### src/rtl/agen_cfg_pkg.sv
package agen_cfg_pkg;

	// ==========================================================================
	// address datapath
	// ==========================================================================

	// effective address width, all sums wrap here
	localparam int ADDR_W = 64;

	// scaled index keeps one extra carry bit
	localparam int CX_W = ADDR_W + 1;

	// stack pre-decrement applied by push
	localparam int unsigned PUSH_ADJ = 16;

	// index scale codes
	// codes 5 and 6 are reserved and scale by one
	typedef enum logic [2:0] {
		SC_X1  = 3'd0,
		SC_X2  = 3'd1,
		SC_X4  = 3'd2,
		SC_X8  = 3'd3,
		SC_X16 = 3'd4,
		SC_X5  = 3'd7
	} scale_e;

endpackage

### src/rtl/agen_isa_pkg.sv
package agen_isa_pkg;

	// ==========================================================================
	// instruction word
	// ==========================================================================

	// every instruction is 40 bits wide
	localparam int INST_W = 40;

	// primary opcode sits in the lowest six bits
	localparam int OP_LSB = 0;
	localparam int OP_W   = 6;

	// addressing mode select bit
	localparam int AM_BIT = 7;

	// low five immediate bits of the store layout
	localparam int STORE_LO_LSB = 8;
	localparam int LO_W         = 5;

	// index scale field, width comes from the scale code type
	localparam int SCALE_LSB = 13;

	// low five immediate bits of the load layout
	localparam int LOAD_LO_LSB = 18;

	// store long form continues right above the load low bits
	localparam int STORE_HI_LSB = LOAD_LO_LSB + LO_W;

	// top four immediate bits shared by both short forms
	localparam int IMM_HI_LSB = 33;
	localparam int IMM_HI_W   = 4;

	// msb of every long immediate, also its sign
	localparam int SIGN_BIT = 36;

	// long immediates are 19 bits and signed
	localparam int LONG_IMM_W  = SIGN_BIT - LOAD_LO_LSB + 1;
	// short immediates are 9 bits and unsigned
	localparam int SHORT_IMM_W = IMM_HI_W + LO_W;

	// ==========================================================================
	// opcodes of the load/store subset
	// ==========================================================================

	// anything not listed here is a non-memory instruction
	typedef enum logic [OP_W-1:0] {
		OP_LOAD  = 6'h20,
		OP_AMO   = 6'h21,
		OP_STORE = 6'h28,
		OP_LEA   = 6'h29,
		OP_PUSH  = 6'h2a,
		OP_PUSHC = 6'h2b
	} op_e;

	// addressing mode, register plus displacement or plus scaled index
	typedef enum logic {
		AM_DISP  = 1'b0,
		AM_INDEX = 1'b1
	} am_e;

endpackage

### src/rtl/agen_dec_if.sv
interface agen_dec_if;

	import agen_cfg_pkg::*;

	// displacement, already extended to full address width
	logic [ADDR_W-1:0] disp;
	// include the scaled index
	logic add_index;
	// include the external offset
	logic add_offset;
	// include segment base and register a
	logic add_base_a;
	// subtract the push adjustment
	logic push_adj;
	// address is register a with nothing added
	logic pass_a;

	// decoder side
	modport dec (output disp, add_index, add_offset, add_base_a, push_adj, pass_a);

	// combiner side
	modport comb (input disp, add_index, add_offset, add_base_a, push_adj, pass_a);

endinterface

### src/rtl/addr_combiner.sv
module addr_combiner (
	input  logic                            clk,
	input  logic                            arst_n,
	input  logic                            issue,
	input  logic [agen_cfg_pkg::ADDR_W-1:0] a,
	input  logic [agen_cfg_pkg::ADDR_W-1:0] base,
	input  logic [agen_cfg_pkg::ADDR_W-1:0] offset,
	input  logic [agen_cfg_pkg::CX_W-1:0]   cx,
	agen_dec_if.comb                        dec,
	output logic [agen_cfg_pkg::ADDR_W-1:0] ma,
	output logic                            ma_valid
);

	import agen_cfg_pkg::*;

	// ==========================================================================
	// term masking and sum
	// ==========================================================================

	logic [ADDR_W-1:0] base_a_term;
	logic [ADDR_W-1:0] index_term;
	logic [ADDR_W-1:0] offset_term;
	logic [ADDR_W-1:0] adj_term;
	logic [ADDR_W-1:0] sum;
	logic [ADDR_W-1:0] ma_next;

	assign base_a_term = dec.add_base_a ? base + a : '0;

	// scaled index carry above the address width wraps away
	assign index_term  = dec.add_index ? cx[ADDR_W-1:0] : '0;
	assign offset_term = dec.add_offset ? offset : '0;
	assign adj_term    = dec.push_adj ? ADDR_W'(PUSH_ADJ) : '0;

	// everything wraps at the address width
	assign sum = base_a_term + index_term + dec.disp + offset_term - adj_term;

	// amo bypasses the adder
	assign ma_next = dec.pass_a ? a : sum;

	// ==========================================================================
	// result register
	// ==========================================================================

	// one cycle from issue to result, last address held otherwise
	always_ff @(posedge clk or negedge arst_n) begin
		if (!arst_n) begin
			ma       <= '0;
			ma_valid <= 1'b0;
		end else begin
			ma_valid <= issue;
			if (issue) begin
				ma <= ma_next;
			end
		end
	end

endmodule

### src/rtl/disp_decoder.sv
module disp_decoder (
	input  logic [agen_isa_pkg::INST_W-1:0] inst,
	agen_dec_if.dec                         dec
);

	import agen_isa_pkg::*;
	import agen_cfg_pkg::*;

	// ==========================================================================
	// field extraction
	// ==========================================================================

	op_e op;
	am_e am;

	// opcode groups
	logic is_load;
	logic is_store;
	// indexed form only exists for memory instructions
	logic indexed;

	// immediate candidates in both bit layouts
	logic [ADDR_W-1:0] ld_long;
	logic [ADDR_W-1:0] st_long;
	logic [ADDR_W-1:0] ld_short;
	logic [ADDR_W-1:0] st_short;
	// layout picked by opcode group
	logic [ADDR_W-1:0] imm_long;
	logic [ADDR_W-1:0] imm_short;

	// raw field casts, unlisted opcode values are fine here
	assign op = op_e'(inst[OP_LSB +: OP_W]);
	assign am = am_e'(inst[AM_BIT]);

	assign is_load  = op inside {OP_LOAD, OP_AMO};
	assign is_store = op inside {OP_STORE, OP_LEA, OP_PUSH, OP_PUSHC};
	assign indexed  = (is_load || is_store) && (am == AM_INDEX);

	// load long form is one contiguous 19 bit field
	assign ld_long = {{(ADDR_W - LONG_IMM_W){inst[SIGN_BIT]}},
		inst[SIGN_BIT:LOAD_LO_LSB]};

	// store long form splits its low bits off to the register slot
	assign st_long = {{(ADDR_W - LONG_IMM_W){inst[SIGN_BIT]}},
		inst[SIGN_BIT:STORE_HI_LSB], inst[STORE_LO_LSB +: LO_W]};

	// short forms are zero extended
	assign ld_short = ADDR_W'({inst[IMM_HI_LSB +: IMM_HI_W], inst[LOAD_LO_LSB +: LO_W]});
	assign st_short = ADDR_W'({inst[IMM_HI_LSB +: IMM_HI_W], inst[STORE_LO_LSB +: LO_W]});

	// non-memory ops fall in the load layout
	assign imm_long  = is_store ? st_long : ld_long;
	assign imm_short = is_store ? st_short : ld_short;

	// ==========================================================================
	// add-term selection
	// ==========================================================================

	always_comb begin
		// common case
		// base + a + displacement, plus index or plus offset
		dec.disp       = indexed ? imm_short : imm_long;
		dec.add_index  = indexed;
		dec.add_offset = !indexed;
		dec.add_base_a = 1'b1;
		dec.push_adj   = 1'b0;
		dec.pass_a     = 1'b0;

		case (op)
			OP_AMO: begin
				// atomic goes straight to the address in a
				dec.disp       = '0;
				dec.add_index  = 1'b0;
				dec.add_offset = 1'b0;
				dec.add_base_a = 1'b0;
				dec.pass_a     = 1'b1;
			end
			OP_LEA: begin
				// store forms, offset left out
				dec.add_offset = 1'b0;
			end
			OP_PUSH, OP_PUSHC: begin
				// pre-decrement the stack pointer
				dec.disp       = '0;
				dec.add_index  = 1'b0;
				dec.add_offset = 1'b0;
				dec.push_adj   = 1'b1;
			end
			default: begin
				// loads, stores and non-memory keep the common case
			end
		endcase
	end

endmodule

### src/rtl/index_scaler.sv
module index_scaler (
	input  logic [agen_cfg_pkg::ADDR_W-1:0] c,
	input  agen_cfg_pkg::scale_e            scale,
	output logic [agen_cfg_pkg::CX_W-1:0]   cx
);

	import agen_cfg_pkg::*;

	// index widened by one bit so the scaled carry survives
	logic [CX_W-1:0] c_ext;

	assign c_ext = CX_W'(c);

	// ==========================================================================
	// scale select
	// ==========================================================================

	always_comb begin
		case (scale)
			SC_X1: begin
				cx = c_ext;
			end
			SC_X2: begin
				cx = c_ext << 1;
			end
			SC_X4: begin
				cx = c_ext << 2;
			end
			SC_X8: begin
				cx = c_ext << 3;
			end
			SC_X16: begin
				cx = c_ext << 4;
			end
			SC_X5: begin
				// times four plus one copy
				cx = (c_ext << 2) + c_ext;
			end
			default: begin
				// reserved codes pass the index unscaled
				cx = c_ext;
			end
		endcase
	end

endmodule

### src/rtl/mem_agen.sv
module mem_agen (
	input  logic                            clk,
	input  logic                            arst_n,
	input  logic                            issue,
	input  logic [agen_isa_pkg::INST_W-1:0] inst,
	input  logic [agen_cfg_pkg::ADDR_W-1:0] a,
	input  logic [agen_cfg_pkg::ADDR_W-1:0] c,
	input  logic [agen_cfg_pkg::ADDR_W-1:0] base,
	input  logic [agen_cfg_pkg::ADDR_W-1:0] offset,
	output logic [agen_cfg_pkg::ADDR_W-1:0] ma,
	output logic                            ma_valid
);

	import agen_isa_pkg::*;
	import agen_cfg_pkg::*;

	// decoder to combiner bundle
	agen_dec_if dec_if ();

	// scaled index into the combiner
	logic [CX_W-1:0] cx;
	// scale field as a code
	scale_e scale;

	assign scale = scale_e'(inst[SCALE_LSB +: $bits(scale_e)]);

	// scaler and decoder work on the same instruction in parallel
	index_scaler u_index_scaler (
		.c     (c),
		.scale (scale),
		.cx    (cx)
	);

	disp_decoder u_disp_decoder (
		.inst (inst),
		.dec  (dec_if)
	);

	// adds the selected terms and registers the address
	addr_combiner u_addr_combiner (
		.clk      (clk),
		.arst_n   (arst_n),
		.issue    (issue),
		.a        (a),
		.base     (base),
		.offset   (offset),
		.cx       (cx),
		.dec      (dec_if),
		.ma       (ma),
		.ma_valid (ma_valid)
	);

endmodule

### config.mk
export PLATFORM = sky130hd
export DESIGN_NAME = mem_agen
export DESIGN_NICKNAME = d
export VERILOG_FILES = /design/src/rtl/agen_cfg_pkg.sv /design/src/rtl/agen_isa_pkg.sv /design/src/rtl/agen_dec_if.sv /design/src/rtl/addr_combiner.sv /design/src/rtl/disp_decoder.sv /design/src/rtl/index_scaler.sv /design/src/rtl/mem_agen.sv
export SDC_FILE = /design/constraint.sdc
export NUM_CORES = 1
export LEC_CHECK = 0
export BUFFER_PORTS_ARGS = -buffer_cell sky130_fd_sc_hd__buf_2
export CAP_MARGIN = 0
export CORE_MARGIN = 10
export CORE_UTILIZATION = 51
export DETAILED_ROUTE_END_ITERATION = 8
export PLACE_DENSITY = 0.8
export SYNTH_ARGS = -nofsm -noshare
export SYNTH_HDL_FRONTEND = slang
export SYNTH_HIERARCHICAL = 1
export SYNTH_SLANG_ARGS = --single-unit
### constraint.sdc
create_clock -name clk -period 0.8 [get_ports clk]
set_input_delay 0.16 -clock clk [delete_from_list [all_inputs] [get_ports clk]]
set_output_delay 0.16 -clock clk [all_outputs]
set_load 0.05 [all_outputs]
==> impl_metrics.py, run 1 <==
metrics = {
    "status": {
        "status": "stopped before the end",
        "error": "[ERROR GRT-0232] Routing congestion too high. Check the congestion heatmap in the GUI.",
        "stop_stage": "global routing",
    },
    "placed_design": {
        "hpwl_um": 86200,
        "place_area_mm2": 0.0327,
        "gp_congestion": 1.04,
        "port-buffer-count": 357,
        "placed_cells": 4986,
    },
    "synth": {
        "avgSynthCellArea_um2": 7.00,
        "synth_area_mm2": 0.0231,
        "syn-num-nets": 3984,
        "ys_warn_count": 6,
        "synth_cells": 3307,
    },
    "timing": {
        "worst_endpoint": "u_addr_combiner/ma[40]$_DFFE_PN0P_/D",
        "worstEndpointType": "register data pin",
    },
    "die": {
        "fp.dieW_um": 233,
        "initial_core_util_pct": 52.0,
        "row_count": 77,
        "io_pins": 364,
        "fp.dieH_um": 233,
    },
    "cts": {
        "cts_root_buf": "clkbuf_16",
        "htreeDepth": 3,
        "cts_made_buffers": 9,
        "cts_buffer_depth": 2,
        "cts.sinks": 65,
    },
    "grt": {
        "overflow": 96,
        "track_usage_pct": 70.7,
        "grt_max_degree": 46,
    },
}
## timing repair
item,4_1_cts
setup endpoints to repair,129
pin swaps,324
hold buffers,1
endpoints found under the hold margin,65
buffers inserted,95
resized for setup,515
## per-stage QoR
step	setup WS (ps)	utilization, %	setup TNS [ps]	hold WS [ps]
after floorplan	-5110	-	-270580	-136
after global placement	-5700	73.5	-317490	167
after detailed placement	-5900	73.5	-326830	172
after CTS	-5130	80.7	-303330	98.4
## per-layer routing
metal | global-route usage (%) | GRT overflow
met2 | 81.7 | 50
met5 | 50.3 | 0
met1 | 68.7 | 5
met3 | 67.6 | 6
met4 | 61.5 | 35
==> run 2: changes to the inputs <==
Settings changed: CORE_UTILIZATION 51 to 36, PLACE_DENSITY 0.8 to default, PLACE_DENSITY_LB_ADDON from default to 0.15.
Clock period 0.8 ns to 1.04 ns, I/O delays scaled along.
==> impl_metrics.py, run 2 <==
metrics = {
    "grt": {
        "track_usage_pct": 25.9,
        "overflow": 0,
        "grt_pass1_vias": 28100,
        "grt_pass1_wl_um": 155000,
        "grt_max_degree": 69,
        "antenna_found_initial": 8,
    },
    "timing": {
        "fin_ws_ps": -5020,
        "slew_headroom_pct": 60.4,
        "finalHoldViolCount": 0,
        "drv_slew": 0,
        "fin_crit_sh_pct": 583,
        "setup_violations": 129,
        "max_freq_mhz": 165,
        "rsz0062_at_grt": "true",
        "finalClockSkew_ps": 0,
        "period_needed_ps": 6060,
        "whs_ps": 176,
        "worst_slew_pin_slew_ps": 592,
    },
    "cts": {
        "cts.reportedPaths.clkPinSlew_ps": 50,
        "htreeDepth": 3,
        "cts.sinks": 65,
        "cts_tree": "yes",
        "cts_made_buffers": 9,
        "cts_root_buf": "clkbuf_16",
        "cts_buffer_depth": 2,
        "clk_latency_ps": 330,
    },
    "cells_and_area": {
        "largest_reg_flops": 64,
        "mostFrequentLayoutCells": "991 x buf_4, 404 x inv_1, 289 x nor2_1, 285 x nand2_1, 281 x buf_2",
        "final_common_cell": "buf_4",
        "layout.nets": 5216,
        "top_regs": "u_addr_combiner/ma: 64 flops, u_addr_combiner/ma_valid: 1 flops",
        "final-instance-count-excl-fill": 5394,
        "layout-drive-gt1-share_pct": 43.8,
        "fillers": 5818,
        "syn_to_final_growth_pct": 62.4,
        "top_register": "u_addr_combiner/ma",
    },
    "worst_hold_path": {
        "min-delay-path-class": "in2reg",
        "hold_path_end": "u_addr_combiner/ma[21]$_DFFE_PN0P_",
        "min_delay_path_depth": 3,
        "hold_start": "a[21]",
    },
    "detailed_routing": {
        "via_per_inst": 5.21,
        "dr_total_vias": 28100,
        "wl_um": 103000,
        "ant_nets": 0,
        "route.detailed.drc": 0,
        "drt_iter0_drc": 2141,
        "firstDrtPassIters": 6,
        "route.detailed.wl_per_inst_um": 19.0,
    },
    "placed_design": {
        "gp_congestion": 0.954,
        "port-buffer-count": 357,
        "hpwl_um": 85100,
        "placed_cells": 5231,
    },
    "die": {
        "fp.dieH_um": 273,
        "io_pins": 364,
        "initial_core_util_pct": 36.5,
        "die_area_mm2": 0.0748,
        "row_count": 92,
        "fp.dieW_um": 273,
        "design.core.area_mm2": 0.0633,
    },
    "setup_path": {
        "startpoint_type": "input pin",
        "critical-path-max-stage-delay_ps": 520,
        "crit_required_ps": 1300,
        "cp-end-kind": "register",
        "r2r_start": "u_addr_combiner/ma[54]$_DFFE_PN0P_",
        "r2r_cells": 2,
        "path_max_fanout": 4,
        "worstSetupPathType": "in2reg",
        "r2r_slack_ps": 40,
        "rr_endpoint": "u_addr_combiner/ma[54]$_DFFE_PN0P_",
        "worst_ep_arrival_time_ps": 6330,
        "crit_top_cell": "buf_6",
        "critPathSlowestCell": "fa_1",
    },
    "job": {
        "max_cap_violations": 0,
    },
    "status": {
        "violations": "negative setup slack",
        "status": "finished, violations left",
    },
    "power": {
        "powerDensity_mw_per_mm2": 3060,
        "ir_drop_mv": 1.90,
        "leakage_nw": 18.8,
    },
    "synth": {
        "syn-num-nets": 3984,
        "ys_warn_count": 6,
        "avgSynthCellArea_um2": 7.00,
        "synth_area_mm2": 0.0231,
        "synth_cells": 3307,
    },
}
==> run 2: area by class of cell <==
cell class,instances,area [um^2],area share [%]
tap,846,1060,2.82
clock inverter,5,55.1,0.147
clock buffer,11,243,0.646
sequential,65,1630,4.33
multi-input combinational,2571,22000,58.5
antenna,4,10.0,0.0266
inverter,456,1720,4.57
timing repair buffer,1436,10900,28.9
==> run 2: where the power goes <==
group          switching, mW  internal, mW
Combinational           54.5          52.2
Clock                   1.26          1.92
Sequential             0.985          3.95
Total                   56.8          58.1
==> run 2: per-stage QoR <==
step | util [%] | setup slack [ps] | area [um^2] | setup TNS, ps | power, mW
after floorplan | - | -4920 | 23900 | -258290 | 51.7
after global placement | 51.9 | -5660 | 32900 | -316000 | 83.9
after detailed placement | 51.9 | -5740 | 32900 | -317650 | 84.4
after CTS | 57.3 | -4980 | 36300 | -285400 | 105
after global routing | 59.3 | -5370 | 37600 | -304960 | 123
final | 59.3 | -5020 | 37600 | -287910 | 115
==> run 2: worst max-delay path by stage <==
stage / start / end / slack, ps / cells past startpoint
floorplan: base[0] / u_addr_combiner/ma[63]$_DFFE_PN0P_ / -4920 / 32
global placement: a[0] / u_addr_combiner/ma[50]$_DFFE_PN0P_ / -5660 / 34
detailed placement: base[0] / u_addr_combiner/ma[63]$_DFFE_PN0P_ / -5740 / 32
CTS: a[0] / u_addr_combiner/ma[63]$_DFFE_PN0P_ / -4980 / 34
global route: a[0] / u_addr_combiner/ma[60]$_DFFE_PN0P_ / -5370 / 35
finish: a[0] / u_addr_combiner/ma[45]$_DFFE_PN0P_ / -5020 / 35
==> run 2: critical path: cells and delay by family <==
| kind | cells | cell delay, ps |
|---|---|---|
| AND/OR/NAND/NOR | 6 | 640 |
| XOR/XNOR | 1 | 250 |
| AO/OA/AOI/OAI | 11 | 2080 |
| buffers and inverters | 10 | 880 |
| multiplexers | 1 | 120 |
| adder cells (fa/ha/maj) | 6 | 2120 |
==> run 2: routing by layer <==
metal  vias to the layer above  track usage, %  part of all wire (%)
met1                     13200            36.5                    47
met5                         -               0                 0.031
li1                      13800               -                     -
met2                       954            40.9                    44
met4                         4            6.66                   2.5
met3                       120            3.48                   6.7
==> run 2: timing repair <==
action | in CTS | in global routing
endpoints found under the hold margin | 13 | 0
hold buffers | 1 | 0
buffers inserted | 119 | 62
pin swaps | 270 | 218
setup endpoints to repair | 129 | 129
resized for setup | 493 | 216
No activity file was read; power rests on OpenSTA's default activity.
